### config.mk
export PLATFORM = sky130hd
export DESIGN_NAME = word_distributor
export DESIGN_NICKNAME = d
export VERILOG_FILES = /design/src/rtl/unpack_types_pkg.sv /design/src/rtl/unpack_fsm_pkg.sv /design/src/rtl/word_distributor.sv
export SDC_FILE = /design/constraint.sdc
export NUM_CORES = 1
export LEC_CHECK = 0
export ABC_AREA = 0
export BUFFER_PORTS_ARGS = -buffer_cell sky130_fd_sc_hd__buf_4
export CAP_MARGIN = 10
export CORE_MARGIN = 8
export CORE_UTILIZATION = 43
export DETAILED_ROUTE_END_ITERATION = 12
export GPL_TIMING_DRIVEN = 0
export PLACE_DENSITY = 0.86
export SLEW_MARGIN = 20
export SYNTH_ARGS = -nofsm -noshare
export SYNTH_HDL_FRONTEND = slang
export SYNTH_SLANG_ARGS = --single-unit
### constraint.sdc
create_clock -name clk_i -period 9.99 [get_ports clk_i]
set_input_delay 0.999 -clock clk_i [delete_from_list [all_inputs] [get_ports clk_i]]
set_output_delay 0.999 -clock clk_i [all_outputs]
set_load 0.005 [all_outputs]
### src/rtl/unpack_types_pkg.sv
package unpack_types_pkg;

   // packed input word and the widest sample it may carry
   localparam int unsigned WORD_W   = 32;
   localparam int unsigned SAMPLE_W = 16;

   // width field has to hold SAMPLE_W itself
   localparam int unsigned WIDTH_W = $clog2(SAMPLE_W + 1);
   // count field has to hold WORD_W (width 1 case)
   localparam int unsigned COUNT_W = $clog2(WORD_W + 1);

   // one packed input word
   typedef logic [WORD_W-1:0] word_t;

   // one sample, zero-extended to the full output width
   typedef logic [SAMPLE_W-1:0] sample_t;

   typedef logic [WIDTH_W-1:0] width_t;   // bits per sample, 1..SAMPLE_W
   typedef logic [COUNT_W-1:0] count_t;   // samples left in a word

endpackage

### src/rtl/unpack_fsm_pkg.sv
package unpack_fsm_pkg;

   typedef enum logic [1:0] {
      IDLE,      // waiting for an input word
      OFFER,     // word held, lane req up
      RELEASE,   // waiting for lane ack to fall
      DONE       // input side still finishing
   } dist_state_e;

   typedef enum logic [1:0] {
      EMPTY,
      PRESENT,   // sample req raised or about to be
      WAIT_DROP
   } lane_state_e;

   typedef enum logic [1:0] {
      WAIT_LANE,
      OUT_REQ,
      OUT_DROP,
      LANE_ACK
   } coll_state_e;

endpackage

### src/rtl/word_distributor.sv
`timescale 1ns/1ps

module word_distributor #(
   parameter int N_LANES = 4
) (
   input  logic                     clk_i,
   input  logic                     arst_n_i,
   input  logic                     word_req_i,
   output logic                     word_ack_o,
   input  unpack_types_pkg::word_t  word_i,
   input  unpack_types_pkg::width_t word_width_i,
   output logic [N_LANES-1:0]       lane_word_req_o,
   input  logic [N_LANES-1:0]       lane_word_ack_i,
   output unpack_types_pkg::word_t  lane_word_o [N_LANES],
   output unpack_types_pkg::width_t lane_width_o [N_LANES]
);

   import unpack_types_pkg::*;
   import unpack_fsm_pkg::*;

   localparam int PTR_W = $clog2(N_LANES);

   dist_state_e      state;
   logic [PTR_W-1:0] ptr;
   logic             lane_req;
   logic             lane_idle;
   logic             take;
   word_t            hold_word;
   width_t           hold_width;

   assign lane_idle = !lane_req && !lane_word_ack_i[ptr];
   assign take      = (state == IDLE) && word_req_i && !word_ack_o && lane_idle;

   always_ff @(posedge clk_i or negedge arst_n_i) begin
      if (!arst_n_i) begin
         state      <= IDLE;
         ptr        <= '0;
         lane_req   <= 1'b0;
         word_ack_o <= 1'b0;
      end else begin
         // input four-phase finishes on its own once the word is held
         if (word_ack_o && !word_req_i) begin
            word_ack_o <= 1'b0;
         end
         case (state)
            IDLE: begin
               if (take) begin
                  word_ack_o <= 1'b1;
                  state      <= OFFER;
               end
            end
            OFFER: begin
               if (!lane_req) begin
                  lane_req <= 1'b1;   // one cycle after capture
               end else if (lane_word_ack_i[ptr]) begin
                  lane_req <= 1'b0;
                  state    <= RELEASE;
               end
            end
            RELEASE: begin
               if (!lane_word_ack_i[ptr]) begin
                  ptr   <= (ptr == PTR_W'(N_LANES - 1)) ? '0 : ptr + 1'b1;
                  state <= DONE;
               end
            end
            DONE: begin
               if (!word_ack_o) begin
                  state <= IDLE;
               end
            end
            default: state <= IDLE;
         endcase
      end
   end

   always_ff @(posedge clk_i) begin
      if (take) begin
         hold_word  <= word_i;
         hold_width <= word_width_i;
      end
   end

   // only the pointed slot carries anything
   always_comb begin
      for (int i = 0; i < N_LANES; i++) begin
         lane_word_req_o[i] = lane_req && (ptr == PTR_W'(i));
         lane_word_o[i]     = (ptr == PTR_W'(i)) ? hold_word : '0;
         lane_width_o[i]    = (ptr == PTR_W'(i)) ? hold_width : '0;
      end
   end

   req_held_a: assert property (
      @(posedge clk_i) disable iff (!arst_n_i)
      $fell(word_req_i) |-> word_ack_o
   ) else $error("word_req_i fell before word_ack_o rose");

endmodule

# == Word-level counts from Yosys, hierarchy flattened ==
# Index checks and enable logic that the tools add are counted.
# totals
register_bits,43
input_bits,44
output_inout_bits,153
elab_cells,59
# classes
add_sub_neg,1
order_cmp,1
eq_ne,11
mux,22
n_bitwise,1
n_reduce_logical,17
# ops
cell,n
32-bit two-way mux,4
5-bit two-way mux,4
2-bit two-way mux,6
2-bit inequality test (second input constant),5
1-bit logical AND,9
2-bit == test (second input constant),4
2-bit one-hot mux with 4 select lines,1
1-bit two-way mux,6
5-bit AND reduction,1
2-bit by 1-bit == test with 1-bit output (second input constant),2
1-bit logical NOT,4
2-bit logical NOT,2
2-bit by 3-bit < comparator with 1-bit output (second input constant),1
2-bit by 1-bit adder with 2-bit output (second input constant),1
1-bit binary-select mux with 2-bit select,1
2-bit AND reduction,1
1-bit NOT,1

# == Longest topological paths before layout ==
# Gate-level depths: netlist (run 1).
# depth
depth_word,7
ltp_mapped,5
mapped_depth_nobuf,5

# == Worst setup path before layout (run 1) ==
# OpenSTA, ideal clock, no wires.
# synth_path
path_kind,input to register
startpoint,in lane_word_ack_i[3]
endpoint,"reg hold_width[0], enable pin"
setup_time_ps,431
arrival_ps,3265
required_ps,9559
path_slack_ps,6294
cell_stages,3
path_cell_list,mux4_2 -> nand2b_1 -> nor2_1
# synth_between
elab_chain_cells,5
# synth_rtl
item,line_no,rtl
from (decl),word_distributor.sv:13,"input logic [N_LANES-1:0] lane_word_ack_i,"
1-bit binary-select mux with 2-bit select,word_distributor.sv:31,assign lane_idle = !lane_req && !lane_word_ack_i[ptr];
1-bit two-way mux (not written as such),word_distributor.sv:31,
1-bit logical NOT,-,
1-bit logical AND,word_distributor.sv:31,
1-bit logical AND,word_distributor.sv:32,assign take = (state == IDLE) && word_req_i && !word_ack_o && lane_idle;
named net take,word_distributor.sv:27,logic take;
to (signal assigned),word_distributor.sv:79,hold_width <= word_width_i;
to (decl),word_distributor.sv:29,width_t hold_width;
# The timed path passes the listed nets, and every way through them passes these cells. The select of a mux whose other input is x is not followed.
# A chain may end at the register's enable or synchronous reset.

==> impl_metrics.toml, run 1 <==
[critical_path]
startpoint_type = "flop"
worstPathRequired_ns = 8.99
critPathCaptureType = "output port"
critPathTopFamily = "buffers and inverters"
critPathBufInv = 4
cp_cell_sequence = "inv_1 > ha_1 > clkbuf_1 > clkbuf_1 > and2_1 > buf_4"
cp_slowest_stage_delay_ns = 0.45
critPathMaxFanout = 10
ff2ff_setup_slack_ns = 7.69
critPathArrivalTime_ns = 2.11
cp_common_cell = "clkbuf_1"
critPathKind = "reg2out"
critPathSlowestCell = "dfrtp_1"

[run]
max-cap-violations = 0

[grt]
grt_pass1_wl_um = 14000
grt_max_degree = 23
grt_antenna_before_repair = 0
grt_overflow_total = 0
grt_usage = 0.211
first_global_vias = 2602

[timing]
relSlewSlack = 0.627
fin_tns_setup_ns = 0
slew_viol_final = 0
hold_viol_final = 0
rsz0062_at_grt = "no"
final-setup-viol-count = 0
worst_pin_slew_ns = 0.558
finalCritPeriodShare = 0.311
skew_ns = 0.00883
period_needed_ns = 3.11
max_freq_mhz = 322

[synth]
yosysWarnings = 0
syn_nets = 297
synth-seq-cells = 43
synth.distinct_cells = 23
ys_seq_area_frac = 0.494
synth_area_mm2 = 0.00255
async_flop_share = 0.140
synthFlopType = "edfxtp_1"
syn-mean-instance-area_um2 = 10.4
synth_cells = 245
synth_edf_count = 37

[cts]
cts_tree = "done"
root_buffer = "clkbuf_8"
clkSlewWorstSetupHoldPaths_ns = 0.07
cts_hold_buffers = 0
postCtsSetupBuffers = 0
clk_latency_ns = 0.29
numCtsBuffers = 5
post_cts_resized = 0
cts.sinks = 43
clockBufferDepth = 2
htreeDepth = 2

[detailed_routing]
vias_per_cell = 4.65
routedWlPerCell_um = 18.0
antenna_left = 0
firstDrtPassIters = 4
wl_um = 9450
vias = 2443
route.detailed.drc = 0
first_iter_violations = 59

[pwr]
ir_drop_mv = 0.0693
leakage_uw = 0.00206
finalPower_uw = 317
power_density_mw_per_mm2 = 74.8

[floorplanning]
rows = 28
die-area_mm2 = 0.00866
ios = 197
core_mm2 = 0.00582
dieWidth_um = 93.0
initial_utilization = 0.439
fp.dieH_um = 93.0

[place]
place_congestion = 0.851
dpl.hpwl_um = 7720
io_buffers = 196
placed_cells = 517

[finish]
area_growth_pct = 65.8
n_antenna_cell = 0
drive_gt1_frac = 0.464
stdcell_count = 525
fin_nets = 501
post-route-util = 0.728

[worst_hold_path]
hp-class = "in2async"

[outcome]
status = "finished, final reports clean"
-- power by group --
part | switching [uW] | internal [uW]
logic | 3.32 | 11.0
registers | 0 | 195
clock network | 58.0 | 49.8
total | 61.3 | 256
-- cells by family after synthesis --
family                     Yosys count  synth area share
and+or+nand+nor                    162             0.396
muxes                                3            0.0176
buffers and inverters               21            0.0309
AOI/OAI and AO/OA                    8            0.0225
DFF                                 43             0.494
adders and majority gates            8            0.0392
-- synthesized netlist by cell type (all sizes together), types with 2 or more instances --
cell,count,area share
clkbuf,16,0.024
a31oi,2,0.0049
nand2,2,0.0029
o21ai,2,0.0054
and2,152,0.37
dfrtp,6,0.059
nand2b,2,0.0078
nor2,3,0.0044
inv,5,0.0074
ha,8,0.039
edfxtp,37,0.44
mux2,2,0.0088
-- final cells by class --
class | instances | area [um2]
Multi-Input combinational cell | 181 | 1220
Tap cell | 75 | 93.8
Buffer | 16 | 60.1
Fill cell | 437 | 1580
Timing Repair Buffer | 197 | 1500
Inverter | 5 | 18.8
Sequential cell | 43 | 1260
Clock buffer | 8 | 80.1
-- sequential cells by signal (all words and copies together), names as in the netlist --
name,count
ptr,2
state,2
lane_req,1
hold_width,5
word_ack_o,1
hold_word,32
-- layout by cell type, fill, tap and decap left out, drive strengths merged --
cell type	instances
a21bo	1
a21o	1
a21oi	1
a31oi	2
and2	152
buf	197
clkbuf	24
dfrtp	6
edfxtp	37
ha	8
inv	5
mux2	2
mux4	1
nand2	2
nand2b	2
nand4	1
nor2	3
nor3	1
o21a	1
o21ai	2
or3b	1
-- worst register-to-register path, delay by kind of cell (launching register included) --
kind          cells  cell delay, ns
simple gates      2            0.69
mux               1            0.61
flops             1            0.46
buf+inv           1            0.24
-- path summary, 6_finish.rpt --
check,start,endpoint,cells past startpoint
max in group asynchronous,arst_n_i,ptr[1],1
min in group clk_i,state[1],state[1],1
max,ptr[0],lane_width_o[15],6
min,arst_n_i,word_ack_o,1
max reg2reg,ptr[0],hold_word[24],4
min reg2reg,state[1],state[1],1
-- routing by layer --
metal	vias to the layer above	wire [um]	GRT usage
met5	-	0	0
met4	0	109	0.0577
met3	10	1090	0.111
met2	117	4990	0.396
met1	1130	3260	0.192
li1	1186	-	-
-- metrics by stage --
step / setup slack (ns) / hold WS (ns) / cell area (um2)
floorplan: 6.29 / 0.517 / 2550
global route: 6.67 / 0.493 / 4230
finish: 6.88 / 0.506 / 4230
CTS: 6.81 / 0.499 / 4230
global placement: 5.47 / 0.532 / 4120
detailed placement: 7.12 / 0.541 / 4150
(Power assumes the default switching activity.)
==> run 2: changes to the inputs <==
CORE_UTILIZATION = 40   (was 43)
PLACE_DENSITY = 0.81   (was 0.86)
clock period = 2.9 ns   (was 9.99 ns; I/O delays follow)
==> impl_metrics.toml, run 2 (synthesized netlist as in run 1, its figures left out) <==
[floorplanning]
rows = 29
dieWidth_um = 95.9
initial_utilization = 0.407
core_mm2 = 0.00628
ios = 197
fp.dieH_um = 95.9
die-area_mm2 = 0.00919

[place]
place_congestion = 0.796
dpl.hpwl_um = 7780
io_buffers = 196
placed_cells = 519

[grt]
grt_overflow_total = 0
grt_usage = 0.201
grt_use_met2 = 0.380
grt_max_degree = 21
busiest_layer = "met2"
first_global_vias = 2637
grt_antenna_before_repair = 0
met1_usage = 0.190
use_met3 = 0.0944
grt_pass1_wl_um = 14000

[finish]
top_regs = "hold_word x32, hold_width x5"
area_growth_pct = 66.7
layout_common_cells = "buf_4 (196), and2_1 (152), edfxtp_1 (37)"
largest_reg_flops = 32
fin_nets = 502
stdcell_count = 528
n_antenna_cell = 0
final_common_cell = "buf_4"
regMostFlops = "hold_word"
drive_gt1_frac = 0.470

[critical_path]
critPathSlowestCell = "dfrtp_1"
critPathCaptureType = "output port"
critPathArrivalTime_ns = 2.18
startpoint = "ptr[0]"
timing.rr.start = "ptr[0]"
ff2ff_setup_slack_ns = 0.52
critPathMaxFanout = 10
worstSetupEndpoint = "lane_width_o[17]"
reg2reg_depth = 4
worstPathRequired_ns = 2.61
critPathKind = "reg2out"
critPathBufInv = 4
startpoint_type = "flop"
path_depth = 6
cp_cell_sequence = "inv_1 > ha_1 > clkbuf_1 > clkbuf_1 > and2_1 > buf_4"
critPathTopFamily = "buffers and inverters"
reg2reg_to = "hold_word[26]"
cp_common_cell = "clkbuf_1"
cp_slowest_stage_delay_ns = 0.46

[detailed_routing]
first_iter_violations = 52
antenna_left = 0
route.detailed.drc = 0
vias = 2439
vias_per_cell = 4.62
routedWlPerCell_um = 18.1
wl_um = 9550
firstDrtPassIters = 4

[timing]
fin_tns_setup_ns = 0
period_needed_ns = 2.47
holdWs_ns = 0.165
finalCritPeriodShare = 0.852
final-setup-viol-count = 0
relSlewSlack = 0.567
worst_pin_slew_ns = 0.648
skew_ns = 0.00472
rsz0062_at_grt = "no"
slew_viol_final = 0
hold_viol_final = 0
max_freq_mhz = 405

[cts]
clockBufferDepth = 2
htreeDepth = 2
cts.sinks = 43
root_buffer = "clkbuf_8"
cts_tree = "done"
postCtsSetupBuffers = 0
clkSlewWorstSetupHoldPaths_ns = 0.09
clk_latency_ns = 0.29
numCtsBuffers = 5

[pwr]
power_density_mw_per_mm2 = 259
finalPower_uw = 1100
leakage_uw = 0.00207
ir_drop_mv = 0.328

[worst_hold_path]
hp-class = "in2reg"

[run]
max-cap-violations = 0

[outcome]
status = "finished, final reports clean"
==> run 2: changes by cell type in the layout (fill, tap and decap cells not counted) <==
cell and change:
clkbuf_1 -3, clkinv_2 +1, clkinvlp_4 +2, dlygate4sd3_1 +1
==> run 2: area by class of cell <==
type | instances | area, um2
buffer | 16 | 60.1
multi-input combinational | 181 | 1220
clock inverter | 3 | 20.0
clock buffer | 5 | 68.8
tap | 77 | 96.3
sequential | 43 | 1260
fill | 529 | 2020
timing repair buffer | 198 | 1510
inverter | 5 | 18.8
==> run 2: worst min path at each step <==
| stage | start | end | slack [ns] | cells past startpoint |
|---|---|---|---|---|
| 2_1_floorplan | arst_n_i | lane_req | -0.006 | 0 |
| 3_3_place_gp | arst_n_i | word_ack_o | 0.10 | 1 |
| 3_5_place_dp | arst_n_i | word_ack_o | 0.10 | 1 |
| 4_1_cts | word_i[21] | hold_word[21] | 0.15 | 1 |
| 5_1_grt | word_i[18] | hold_word[18] | 0.15 | 1 |
| 6_report | word_i[21] | hold_word[21] | 0.17 | 1 |
==> run 2: per-layer routing <==
layer  routed length, um  share of wire  vias to the layer above
met4                 155          0.016                        0
met2                5130           0.54                      115
met3                1100           0.12                       11
met1                3170           0.33                     1123
met5                   0              0                        -
li1                    -              -                     1190
==> run 2: power by group <==
| group | internal, uW | switching (uW) |
|---|---|---|
| combinational | 38.8 | 11.8 |
| sequential | 671 | 0 |
| clock | 168 | 213 |
| total | 877 | 225 |
==> run 2: stage by stage <==
step                       util  instance area, um2  worst slack [ns]
after floorplan               -                2550             0.334
after global placement    0.657                4120            -0.164
after detailed placement  0.662                4160             0.510
after CTS                 0.678                4250             0.403
after global routing      0.678                4250             0.306
final                     0.678                4250             0.430
==> run 2: timing repair <==
item	4_1_cts	5_1_grt
endpoints found under the hold margin	6	0
setup endpoints to repair	0	0
hold buffers	1	0
resized for setup	0	0
