[src/rtl/unpack_types_pkg.sv]
package unpack_types_pkg;

   // packed input word and the widest sample it may carry
   localparam int unsigned WORD_W   = 32;
   localparam int unsigned SAMPLE_W = 16;

   // width field has to hold SAMPLE_W itself
   localparam int unsigned WIDTH_W = $clog2(SAMPLE_W + 1);
   // count field has to hold WORD_W (width 1 case)
   localparam int unsigned COUNT_W = $clog2(WORD_W + 1);

   // one packed input word
   typedef logic [WORD_W-1:0] word_t;

   // one sample, zero-extended to the full output width
   typedef logic [SAMPLE_W-1:0] sample_t;

   typedef logic [WIDTH_W-1:0] width_t;   // bits per sample, 1..SAMPLE_W
   typedef logic [COUNT_W-1:0] count_t;   // samples left in a word

endpackage

[src/rtl/unpack_fsm_pkg.sv]
package unpack_fsm_pkg;

   typedef enum logic [1:0] {
      IDLE,      // waiting for an input word
      OFFER,     // word held, lane req up
      RELEASE,   // waiting for lane ack to fall
      DONE       // input side still finishing
   } dist_state_e;

   typedef enum logic [1:0] {
      EMPTY,
      PRESENT,   // sample req raised or about to be
      WAIT_DROP
   } lane_state_e;

   typedef enum logic [1:0] {
      WAIT_LANE,
      OUT_REQ,
      OUT_DROP,
      LANE_ACK
   } coll_state_e;

endpackage

[src/rtl/sample_collector.sv]
`timescale 1ns/1ps

module sample_collector #(
   parameter int N_LANES = 4
) (
   input  logic                      clk_i,
   input  logic                      arst_n_i,
   input  logic [N_LANES-1:0]        lane_smp_req_i,
   output logic [N_LANES-1:0]        lane_smp_ack_o,
   input  unpack_types_pkg::sample_t lane_smp_i [N_LANES],
   input  logic [N_LANES-1:0]        lane_smp_last_i,
   output logic                      sample_req_o,
   input  logic                      sample_ack_i,
   output unpack_types_pkg::sample_t sample_o,
   output logic                      sample_last_o
);

   import unpack_types_pkg::*;
   import unpack_fsm_pkg::*;

   localparam int PTR_W = $clog2(N_LANES);

   coll_state_e      state;
   logic [PTR_W-1:0] ptr;
   logic             lane_ack;
   logic             take;

   assign take = (state == WAIT_LANE) && lane_smp_req_i[ptr];

   always_ff @(posedge clk_i or negedge arst_n_i) begin
      if (!arst_n_i) begin
         state        <= WAIT_LANE;
         ptr          <= '0;
         lane_ack     <= 1'b0;
         sample_req_o <= 1'b0;
      end else begin
         case (state)
            WAIT_LANE: begin
               if (take) begin
                  sample_req_o <= 1'b1;
                  state        <= OUT_REQ;
               end
            end
            OUT_REQ: begin
               if (sample_ack_i) begin
                  sample_req_o <= 1'b0;
                  state        <= OUT_DROP;
               end
            end
            OUT_DROP: begin
               // output side closed so release the lane
               if (!sample_ack_i) begin
                  lane_ack <= 1'b1;
                  state    <= LANE_ACK;
               end
            end
            LANE_ACK: begin
               if (!lane_smp_req_i[ptr]) begin
                  lane_ack <= 1'b0;
                  if (sample_last_o) begin   // word done so on to the next lane
                     ptr <= (ptr == PTR_W'(N_LANES - 1)) ? '0 : ptr + 1'b1;
                  end
                  state <= WAIT_LANE;
               end
            end
            default: state <= WAIT_LANE;
         endcase
      end
   end

   always_ff @(posedge clk_i) begin
      if (take) begin
         sample_o      <= lane_smp_i[ptr];
         sample_last_o <= lane_smp_last_i[ptr];
      end
   end

   always_comb begin
      for (int i = 0; i < N_LANES; i++) begin
         lane_smp_ack_o[i] = lane_ack && (ptr == PTR_W'(i));
      end
   end

   // lane data held from its req rise until our ack rise
   lane_stable_a: assert property (
      @(posedge clk_i) disable iff (!arst_n_i)
      (lane_smp_req_i[ptr] && !lane_ack) |=> $stable(lane_smp_i[ptr])
   ) else $error("lane sample changed before the collector acked it");

endmodule

[config.mk]
export PLATFORM = sky130hd
export DESIGN_NAME = sample_collector
export DESIGN_NICKNAME = d
export VERILOG_FILES = /design/src/rtl/unpack_types_pkg.sv /design/src/rtl/unpack_fsm_pkg.sv /design/src/rtl/sample_collector.sv
export SDC_FILE = /design/constraint.sdc
export NUM_CORES = 1
export LEC_CHECK = 0
export BUFFER_PORTS_ARGS = -buffer_cell sky130_fd_sc_hd__buf_2
export CORE_UTILIZATION = 41
export DETAILED_ROUTE_END_ITERATION = 6
export PLACE_DENSITY = 0.79
export RECOVER_POWER = 100
export SYNTH_ARGS = -nofsm -noshare
export SYNTH_HDL_FRONTEND = slang
export SYNTH_SLANG_ARGS = --single-unit
[constraint.sdc]
create_clock -name clk_i -period 2.4 [get_ports clk_i]
set_input_delay 0.36 -clock clk_i [delete_from_list [all_inputs] [get_ports clk_i]]
set_output_delay 0.36 -clock clk_i [all_outputs]
set_load 0.02 [all_outputs]
# == Yosys cells after proc, flatten, opt, wreduce, memory -nomap -nowiden ==
# Cells that the tools add are included.
# op_classes
n_addsub,1
multipliers,0
n_div,0
order_cmp,2
n_eq_ne,10
n_shift,0
mux,19
bitwise,2
n_reduce_logical,13
# op_table
operator,n
16-bit binary-select mux with 2-bit select,1
16-bit two-way mux,2
2-bit two-way mux,5
3-bit AND reduction,3
2-bit equality test (second input constant),4
2-bit != test (second input constant),4
2-bit case mux with 4 select lines,1
1-bit two-way mux,6
1-bit logical AND,5
1-bit binary-select mux with 2-bit select,2
2-bit by 1-bit equality test with 1-bit output (second input constant),2
2-bit logical NOT,2
1-bit case mux with 2 select lines,2
4-bit AND reduction,1
2-bit nonzero test,2
3-bit greater-or-equal comparator (second input constant),1
2-bit by 3-bit less-than comparator with 1-bit output (second input constant),1
2-bit inverter with 3-bit output,1
2-bit by 1-bit adder with 2-bit output (second input constant),1
1-bit inverter,1
# word_totals
regBits,23
latch_bits,0
ram_bits,0
romBits,0
inputBits,75
memories,0

# == Depth between registers and ports, before layout ==
# Gate-level depths: netlist of the first run.
# logic_depth
ltp_word,5
ltp_mapped,6
ltp_nobuf,6

# == Worst setup path before layout of the first run ==
# Ideal clock, no wire load.
# synth_path
path_type,register -> output
from,register ptr[1]
to,output port lane_smp_ack_o[0]
arrival_time_ns,1.516
path_slack_ns,0.524
path_stages_with_launch,6
path_buffers,2
cell_sequence,dfrtp_1 -> clkbuf_1 -> buf_1 -> inv_1 -> ha_1 -> and2_1
# synth_via
elab_chain_cells,2
# synth_rtl
item,line_no,text
"start, declared",sample_collector.sv:24,logic [PTR_W-1:0] ptr;
"start signal, assigned",sample_collector.sv:61,ptr <= (ptr == PTR_W'(N_LANES - 1)) ? '0 : ptr + 1'b1;
2-bit logical NOT,sample_collector.sv:80,lane_smp_ack_o[i] = lane_ack && (ptr == PTR_W'(i));
1-bit logical AND,sample_collector.sv:80,
"end, declared",sample_collector.sv:9,"output logic [N_LANES-1:0] lane_smp_ack_o,"
# Every way passes these cells.

# == Final worst setup path of the first run ==
# layout_path
from,register ptr[0]
to,output port lane_smp_ack_o[0]
# Same word-level chain as after synthesis.

==> impl_metrics.tcl, run 1 <==
set metrics [dict create \
    row_count 20 \
    end_kind "output port" \
    fin_tns_setup_ps 0 \
    fin_crit_ps 2030 \
    synthCells 80 \
    skew_ps 3.76 \
    yosys_warnings 0 \
    synth_xor_area_frac 0 \
    grt_pass1_wl_mm 4.71 \
    wl_per_cell_um 14.8 \
    crit_cells 5 \
    core_mm2 0.00310 \
    drive_above_1_share 0.553 \
    grt_usage 0.182 \
    dieWidth_um 59.5 \
    slew_headroom 0.299 \
    overflow 0 \
    synthMuxAreaShare 0.324 \
    grt_max_degree 23 \
    crit_start "ptr[0]" \
    power_density_mw_per_mm2 1060 \
    cts_buffer_depth 2 \
    crit_fanout 22 \
    grt_setup_unrepaired "no" \
    peakVddDrop_mv 0.459 \
    clkPwrFrac 0.090 \
    clock.fmax_mhz 492 \
    setup_viol 0 \
    r2r-end "sample_o[3]" \
    cp_data_required_time_ps 2040 \
    power_frac_seq 0.350 \
    hold_viol_final 0 \
    rr_worst_depth 2 \
    drc 0 \
    die_y_um 59.5 \
    ys_seq_elements 23 \
    yosysTopAreaCellShare 0.376 \
    cts-htree-levels 1 \
    dp_hpwl_mm 2.65 \
    synth-compound-area-share 0.0415 \
    clk_pin_slew_ps 130 \
    port_buffers 96 \
    cp_slowest_stage_delay_ps 390 \
    yosys.area_share.simple 0.0480 \
    power_uw 2020 \
    synth_fa_ha_area_frac 0.0738 \
    cp_data_arrival_time_ps 1670 \
    final_cell_count_no_fill 223 \
    timing.hold.worst.class "in -> reg" \
    placedCellCount 218 \
    area_delta_synth_final_pct 39.8 \
    vias_per_cell 5.04 \
    numCtsBuffers 3 \
    die-area_mm2 0.00354 \
    drv_cap 0 \
    yosysTopAreaCell "edfxtp_1" \
    vias 1123 \
    yosysSeqAreaShare 0.487 \
    pin_count 97 \
    syn_nets 163 \
    cts_tree "built" \
    p_leak_uw 0.000830 \
    slowest_stage "dfrtp_1" \
    status "complete, no violations" \
    post-route-period-util 0.847 \
    n_antenna_cell 0 \
    path_delay_family "buffers and inverters" \
    worst_r2r_startpoint "ptr[0]" \
    endpoint "lane_smp_ack_o[0]" \
    synth_top_family_by_area "multiplexers" \
    post_cts_buffers 0 \
    antenna_left 0 \
    critPathBufInv 3 \
    synth_area_mm2 0.00136 \
    clock_sinks 23 \
    dr.pass1.iters 4 \
    grt_pass1_vias 1071 \
    fin_util 0.611 \
    antenna_found_initial 0 \
    gp_congestion 0.761 \
    start_kind "flip-flop" \
    start_util 0.437 \
    slew_viol_final 0 \
    crit_chain "buf_4, inv_1, ha_1, and2_1, clkbuf_1" \
    postSynthAreaPerCell_um2 17.0 \
    p_sw_frac 0.393 \
    r2r_setup_slack_ps 400 \
    synth_top_cells_by_area "edfxtp_1 (38%), mux4_2 (30%), dfrtp_1 (11%), ha_1 (7.4%), and2_1 (2.3%)" \
    tightestPinTransition_ps 1050 \
    critPathKind "reg -> out" \
    p_switching_uw 793 \
    drt_iter0_markers 61 \
    ys_types 21 \
    finalWirelength_mm 3.31 \
    clk_latency_ps 310 \
    cts-root-buf "clkbuf_4" \
    final_nets 263 \
    p_int_uw 1220 \
    combPwrFrac 0.560 \
]
[what timing repair did]
action | in CTS | in global routing
gates resized for setup | 0 | 0
endpoints found under the hold margin | 6 | 0
hold buffers | 1 | 0
[cell usage after synthesis]
library cell	n
o21ai_0	2
o32a_1	1
edfxtp_1	17
ha_1	8
and2_1	5
a22o_1	2
nand2_1	3
a221o_1	1
clkbuf_1	1
nor2b_1	1
nor2_1	1
and3_1	1
buf_1	2
mux4_2	18
mux2_2	2
buf_2	1
mux2_1	1
a21oi_2	1
dfrtp_1	6
nand2b_1	1
inv_1	5
[worst reg2reg max path, delay by kind of cell, from the launching register on]
kind             cells  cell delay (ps)
and+or+nand+nor      1              830
muxes                1              380
DFF                  1              420
[per-stage QoR]
stage          setup WS (ps)  area (µm²)  hold WS, ps
2_1_floorplan            524        1360         64.4
3_3_place_gp             539        1890          187
3_5_place_dp             498        1890          195
4_1_cts                  350        1930          374
5_1_grt                  217        1900          384
6_report                 366        1900          374
[registers in the layout, indices dropped and copies added (netlist names)]
name,flops
lane_ack,1
ptr,2
sample_last_o,1
sample_o,16
sample_req_o,1
state,2
[layout make-up]
cell class / instances / area (µm²)
clock buffer: 3 / 22.5
timing repair buffer: 99 / 477
tap: 44 / 55.1
fill: 283 / 1210
sequential: 23 / 661
clock inverter: 1 / 5.00
multi-input combinational: 48 / 657
inverter: 5 / 18.8
[logic make-up after synthesis]
family,after synthesis
fa+ha+maj,8
flops,23
mux,21
buf+inv,9
compound gates,7
simple gates,12
[placed cells by master (no fill, tap or decap), drive strengths merged, types with 2 or more instances in the layout]
master and count:
buf 75, nand2 3, o21ai 2, ha 8
a22o 2, mux4 18, mux2 3, edfxtp 17
dfrtp 6, and2 5, clkbuf 26, inv 5
[power by group through the flow]
| stage | Sequential [µW] | Clock [µW] | Combinational (µW) |
|---|---|---|---|
| 6_report | 705 | 182 | 1130 |
| 5_1_grt | 721 | 201 | 1240 |
| 4_1_cts | 701 | 184 | 1180 |
| 3_5_place_dp | 712 | 0 | 1180 |
| 3_3_place_gp | 699 | 0 | 1130 |
| 2_1_floorplan | 822 | 0 | 737 |
[worst min-delay path by stage]
stage	depth (start not counted)	end	slack, ps	start
4_1_cts	3	sample_req_o	370	sample_ack_i
3_5_place_dp	1	sample_req_o	190	arst_n_i
2_1_floorplan	0	lane_ack	60	arst_n_i
5_1_grt	3	sample_req_o	380	sample_ack_i
3_3_place_gp	1	ptr[0]	190	arst_n_i
6_report	3	sample_req_o	370	sample_ack_i
[metal layers]
metal  GRT usage  part of all wire  vias up
li1            -                 -      519
met1       0.211              0.39      525
met2       0.342              0.51       75
met3      0.0218             0.088        4
met4      0.0698             0.011        0
met5           0                 0        -
No activity file was read; power rests on OpenSTA's default activity.
==> run 2: changes to the inputs <==
ABC_AREA = 1   (was not set)
CORE_UTILIZATION = 42   (was 41)
clock period = 2.1 ns   (was 2.4 ns; I/O delays follow)
==> run 2 against run 1 <==
- critical path type unchanged
- final cell count increased by 43%
- via count up 41%
- worst setup slack worse by 260 ps
- critical endpoint is now lane_smp_ack_o[3]
- utilization decreased by 1.1 points
- clock power is 12% higher
- highest routed layer unchanged
- hold slack got worse by 74 ps
- total power grew 35%
- sequential power grew 28%
- synthesized area is 11% higher
- design area increased by 7.3%
- global-route usage rose by 2.3 points
==> impl_metrics.tcl, run 2 <==
set metrics [dict create \
    grt_pass1_vias 1316 \
    place_ws_ps 328 \
    slew_headroom 0.762 \
    fin_crit_ps 1990 \
    grt_max_degree 26 \
    post-route-period-util 0.947 \
    setup_viol 0 \
    yosysTopAreaCellShare 0.340 \
    status "complete, no violations" \
    timing.hold.worst.class "in -> reg" \
    synth_top_family_by_area "simple AND/OR/NAND/NOR gates" \
    cts-root-buf "clkbuf_4" \
    yosys.area_share.simple 0.209 \
    die_y_um 61.8 \
    antenna_left 0 \
    final_nets 358 \
    finalWirelength_mm 3.96 \
    p_leak_uw 0.000965 \
    power_density_mw_per_mm2 1330 \
    grt_usage 0.205 \
    skew_ps 13.6 \
    layout_common_cells "buf_2 (77), nor2_1 (39), o21ai_0 (34)" \
    yosysTopAreaCell "edfxtp_1" \
    critPathKind "reg -> out" \
    synth_edf_count 17 \
    synth-compound-area-share 0.206 \
    cts_buffer_depth 2 \
    dr.pass1.iters 4 \
    yosys_most_used_dff "edfxtp_1" \
    reg_top3 "sample_o (16), ptr (2), state (2)" \
    antenna_found_initial 0 \
    synth_area_mm2 0.00150 \
    synth_top_cells_by_area "edfxtp_1 (34%), o21ai_0 (11%), dfrtp_1 (10%), nor2_1 (9.8%), o22ai_1 (7.1%)" \
    clk_pin_slew_ps 130 \
    start_kind "flip-flop" \
    gp_congestion 0.759 \
    tightestPinTransition_ps 358 \
    slew_viol_final 0 \
    dp_hpwl_mm 3.10 \
    n_antenna_cell 0 \
    fin_util 0.600 \
    cts-htree-levels 1 \
    syn_nets 262 \
    ff_latch_area_um2 661 \
    top_register "sample_o" \
    multi_input_area_um2 722 \
    yosysSeqAreaShare 0.440 \
    synth_fa_ha_area_frac 0.0667 \
    core_mm2 0.00339 \
    vias_per_cell 4.95 \
    clock.fmax_mhz 503 \
    synth_xor_area_frac 0 \
    fin_tns_setup_ps 0 \
    drive_above_1_share 0.361 \
    grt_pass1_wl_mm 5.62 \
    clock_sinks 23 \
    pin_count 97 \
    area_delta_synth_final_pct 35.6 \
    ys_seq_elements 23 \
    yosys_warnings 0 \
    crit_fanout 21 \
    drc 0 \
    hold_viol_final 0 \
    n_fill_cell 316 \
    cts_tree "built" \
    largest_register_ff_count 16 \
    layout_setup_ws_ps 111 \
    start_util 0.443 \
    row_count 21 \
    postSynthAreaPerCell_um2 8.38 \
    synthCells 179 \
    die-area_mm2 0.00381 \
    port_buffers 96 \
    clk_latency_ps 320 \
    overflow 0 \
    drv_cap 0 \
    wl_per_cell_um 12.4 \
    vias 1585 \
    numCtsBuffers 3 \
    cp_data_required_time_ps 1780 \
    drt_iter0_markers 62 \
    dieWidth_um 61.8 \
    cp_data_arrival_time_ps 1670 \
    end_kind "output port" \
    synthMuxAreaShare 0 \
    peakVddDrop_mv 0.665 \
    synth-async-reset-ratio 0.261 \
    post_cts_buffers 0 \
    netlist_top_cells_count "nor2_1 (39), o21ai_0 (34), edfxtp_1 (17), o22ai_1 (17)" \
    synth.most_common_cell "nor2_1" \
    ys_types 24 \
    final_common_cell "buf_2" \
]
[run 2: worst paths after layout]
check                                   from  slack (ps)  cells past startpoint                end
min in group asynchronous           arst_n_i         390                      2             ptr[0]
worst min-delay path            sample_ack_i         300                      4       sample_req_o
worst max-delay path                  ptr[0]         110                      5  lane_smp_ack_o[3]
max in group asynchronous           arst_n_i        1450                      2           state[1]
worst min register to register  sample_req_o         510                      2       sample_req_o
worst max register to register        ptr[0]         350                      6        sample_o[3]
[run 2: metal layers]
metal / global-route usage / vias up / part of all wire / wire, µm
met5: 0 / - / 0 / 0
met4: 0.0476 / 0 / 0.0045 / 18
met3: 0.0559 / 2 / 0.063 / 249
met2: 0.386 / 56 / 0.50 / 1980
met1: 0.230 / 719 / 0.43 / 1710
li1: - / 808 / - / -
[run 2: report_power, final]
group	internal (µW)	total, µW	switching, µW
sequential	774	900	126
combinational	564	1610	1050
clock	71.3	204	133
[run 2: repair_timing]
action	in CTS	in global routing
hold endpoints to repair	6	0
endpoints found under the setup margin	2	2
gates cloned	0	0
gates resized for setup	1	1
hold buffers	1	0
[run 2: worst max-delay path: stages, from the launching register on]
cell and delay [ps]:
dfrtp_1 550, buf_4 290, ha_1 210, nand2_1 60, inv_1 80, buf_2 170
[run 2: cell type report]
type,count,area share
multi-input cells,131,0.355
well taps,46,0.0283
inverters,13,0.0252
clock inverters,1,0.00246
repair buffers,103,0.253
clock buffers,3,0.0111
flip-flops and latches,23,0.325
[run 2: stage by stage]
step | hold slack (ps) | instances | cell area (µm²) | total power (µW)
final | 300 | 320 | 2030 | 2710
after global routing | 322 | 320 | 2030 | 2950
after CTS | 293 | 320 | 2060 | 2760
after detailed placement | 153 | 315 | 2010 | 2550
after global placement | 154 | 315 | 2010 | 2510
after floorplan | 19.4 | 179 | 1500 | 2090
[run 2: kinds of logic (layout without fill, tap and decap cells)]
kind of cell,after synthesis,in the layout
AND/OR/NAND/NOR,66,66
AO/OA/AOI/OAI,57,57
buffers and inverters,25,120
flip-flops,23,23
adder cells (fa/ha/maj),8,8
==> run 3: changes to the inputs <==
CORE_MARGIN = 3   (was not set)
PLACE_DENSITY = not set   (was 0.79)
PLACE_DENSITY_LB_ADDON = 0.12   (was not set)
==> run 3 against run 2 <==
- final cell count rose by 0.31%
- via count grew 2.4%
- first-iteration DRC count increased by 26%
- utilization down 1.1 points
- sequential share of layout area rose by 0.59 points
- die area grew 13%
- flip-flop and latch count stayed put
- critical path type unchanged
- largest power group unchanged
==> impl_metrics.tcl, run 3 (synthesis gave the netlist of run 2 again) <==
set metrics [dict create \
    dr.pass1.iters 4 \
    start_kind "flip-flop" \
    slew_headroom 0.523 \
    rr_worst_depth 6 \
    cts-root-buf "clkbuf_4" \
    skew_ps 3.61 \
    reg_top3 "sample_o (16), ptr (2), state (2)" \
    dp_hpwl_mm 3.28 \
    end_kind "output port" \
    crit_chain "clkbuf_2, ha_1, nand2_1, inv_1, buf_2" \
    cp_slowest_stage_delay_ps 370 \
    power_uw 2640 \
    status "complete, no violations" \
    clock_sinks 23 \
    numCtsBuffers 3 \
    p_leak_uw 0.000945 \
    tightestPinTransition_ps 715 \
    hold_viol_final 0 \
    fin_tns_setup_ps 0 \
    dieWidth_um 65.8 \
    clock.fmax_mhz 532 \
    slowest_stage "dfrtp_1" \
    drv_cap 0 \
    n_antenna_cell 0 \
    wl_per_cell_um 13.1 \
    peakVddDrop_mv 0.643 \
    worst_r2r_startpoint "ptr[0]" \
    grt_usage 0.191 \
    vias 1623 \
    slew_viol_final 0 \
    largest_register_ff_count 16 \
    drive_above_1_share 0.327 \
    r2r_setup_slack_ps 230 \
    critPathKind "reg -> out" \
    r2r-end "sample_o[2]" \
    die_y_um 65.8 \
    clk_pin_slew_ps 130 \
    area_delta_synth_final_pct 33.2 \
    finalWirelength_mm 4.20 \
    pin_count 97 \
    cp_data_required_time_ps 1780 \
    final_common_cell "buf_2" \
    holdPathStages 4 \
    port_buffers 96 \
    top_register "sample_o" \
    grt_max_degree 23 \
    cts_tree "built" \
    die-area_mm2 0.00433 \
    post-route-period-util 0.895 \
    vias_per_cell 5.06 \
    antenna_left 0 \
    cp_data_arrival_time_ps 1560 \
    antenna_found_initial 0 \
    start_util 0.443 \
    setup_viol 0 \
    place_ws_ps 501 \
    fin_crit_ps 1880 \
    cts-htree-levels 1 \
    drc 0 \
    power_density_mw_per_mm2 1320 \
    grt_pass1_vias 1422 \
    n_fill_cell 364 \
    timing.hold.worst.class "in -> reg" \
    layout_common_cells "buf_2 (75), nor2_1 (40), o21ai_0 (34)" \
    overflow 0 \
    cts_buffer_depth 2 \
    min_to "sample_req_o" \
    crit_fanout 20 \
    layout_setup_ws_ps 221 \
    grt_pass1_wl_mm 6.30 \
    drt_iter0_markers 78 \
    hp-start "sample_ack_i" \
    core_mm2 0.00339 \
    final_nets 359 \
    row_count 21 \
    gp_congestion 0.793 \
    grt_setup_unrepaired "no" \
    clk_latency_ps 310 \
]
## run 3: routing by layer
metal	up-vias	share of wire	GRT usage
li1	805	-	-
met1	747	0.40	0.238
met2	65	0.50	0.328
met3	6	0.082	0.0376
met4	0	0.013	0.0622
met5	-	0	0
## run 3: worst max-delay path: cells and delay by family, from the launching register on
family / cells / cell delay, ps
buffers and inverters: 3 / 550
AND/OR/NAND/NOR: 1 / 60
flip-flops: 1 / 370
adder cells (fa/ha/maj): 1 / 270
## run 3: worst max path at each step
stage           start                end  slack (ps)  cells past startpoint
2_1_floorplan  ptr[0]      sample_last_o          90                      7
3_3_place_gp   ptr[0]        sample_o[4]         550                      6
3_5_place_dp   ptr[0]        sample_o[7]         500                      6
4_1_cts        ptr[0]  lane_smp_ack_o[1]         170                      6
5_1_grt        ptr[1]  lane_smp_ack_o[2]          50                      5
6_report       ptr[1]  lane_smp_ack_o[3]         220                      5
## run 3: timing repair
action | in CTS | in global routing
resized for setup | 0 | 1
hold buffers | 1 | 0
setup endpoints to repair | 0 | 1
endpoints found under the hold margin | 6 | 0
buffers inserted | 0 | 0
## run 3: where the power goes
| group | total [µW] | switching [µW] | internal (µW) |
|---|---|---|---|
| sequential | 861 | 85.7 | 775 |
| clock | 206 | 135 | 71.3 |
| combinational | 1570 | 1050 | 521 |
## run 3: final cells by class
cell class | instances | area (µm²) | area share
clock buffer | 3 | 22.5 | 0.0113
clock inverter | 1 | 5.00 | 0.00250
inverter | 13 | 48.8 | 0.0244
multi-input combinational | 131 | 699 | 0.350
sequential | 23 | 661 | 0.331
tap | 46 | 57.6 | 0.0288
timing repair buffer | 104 | 504 | 0.252
## run 3: through the flow
step                hold WS, ps  instances  utilization  area (µm²)
detailed placement          155        316        0.597        2020
finish                      297        321        0.590        2000
global placement            150        316        0.597        2020
global route                313        321        0.590        2000
floorplan                  19.4        179            -        1500
CTS                         286        321        0.608        2060
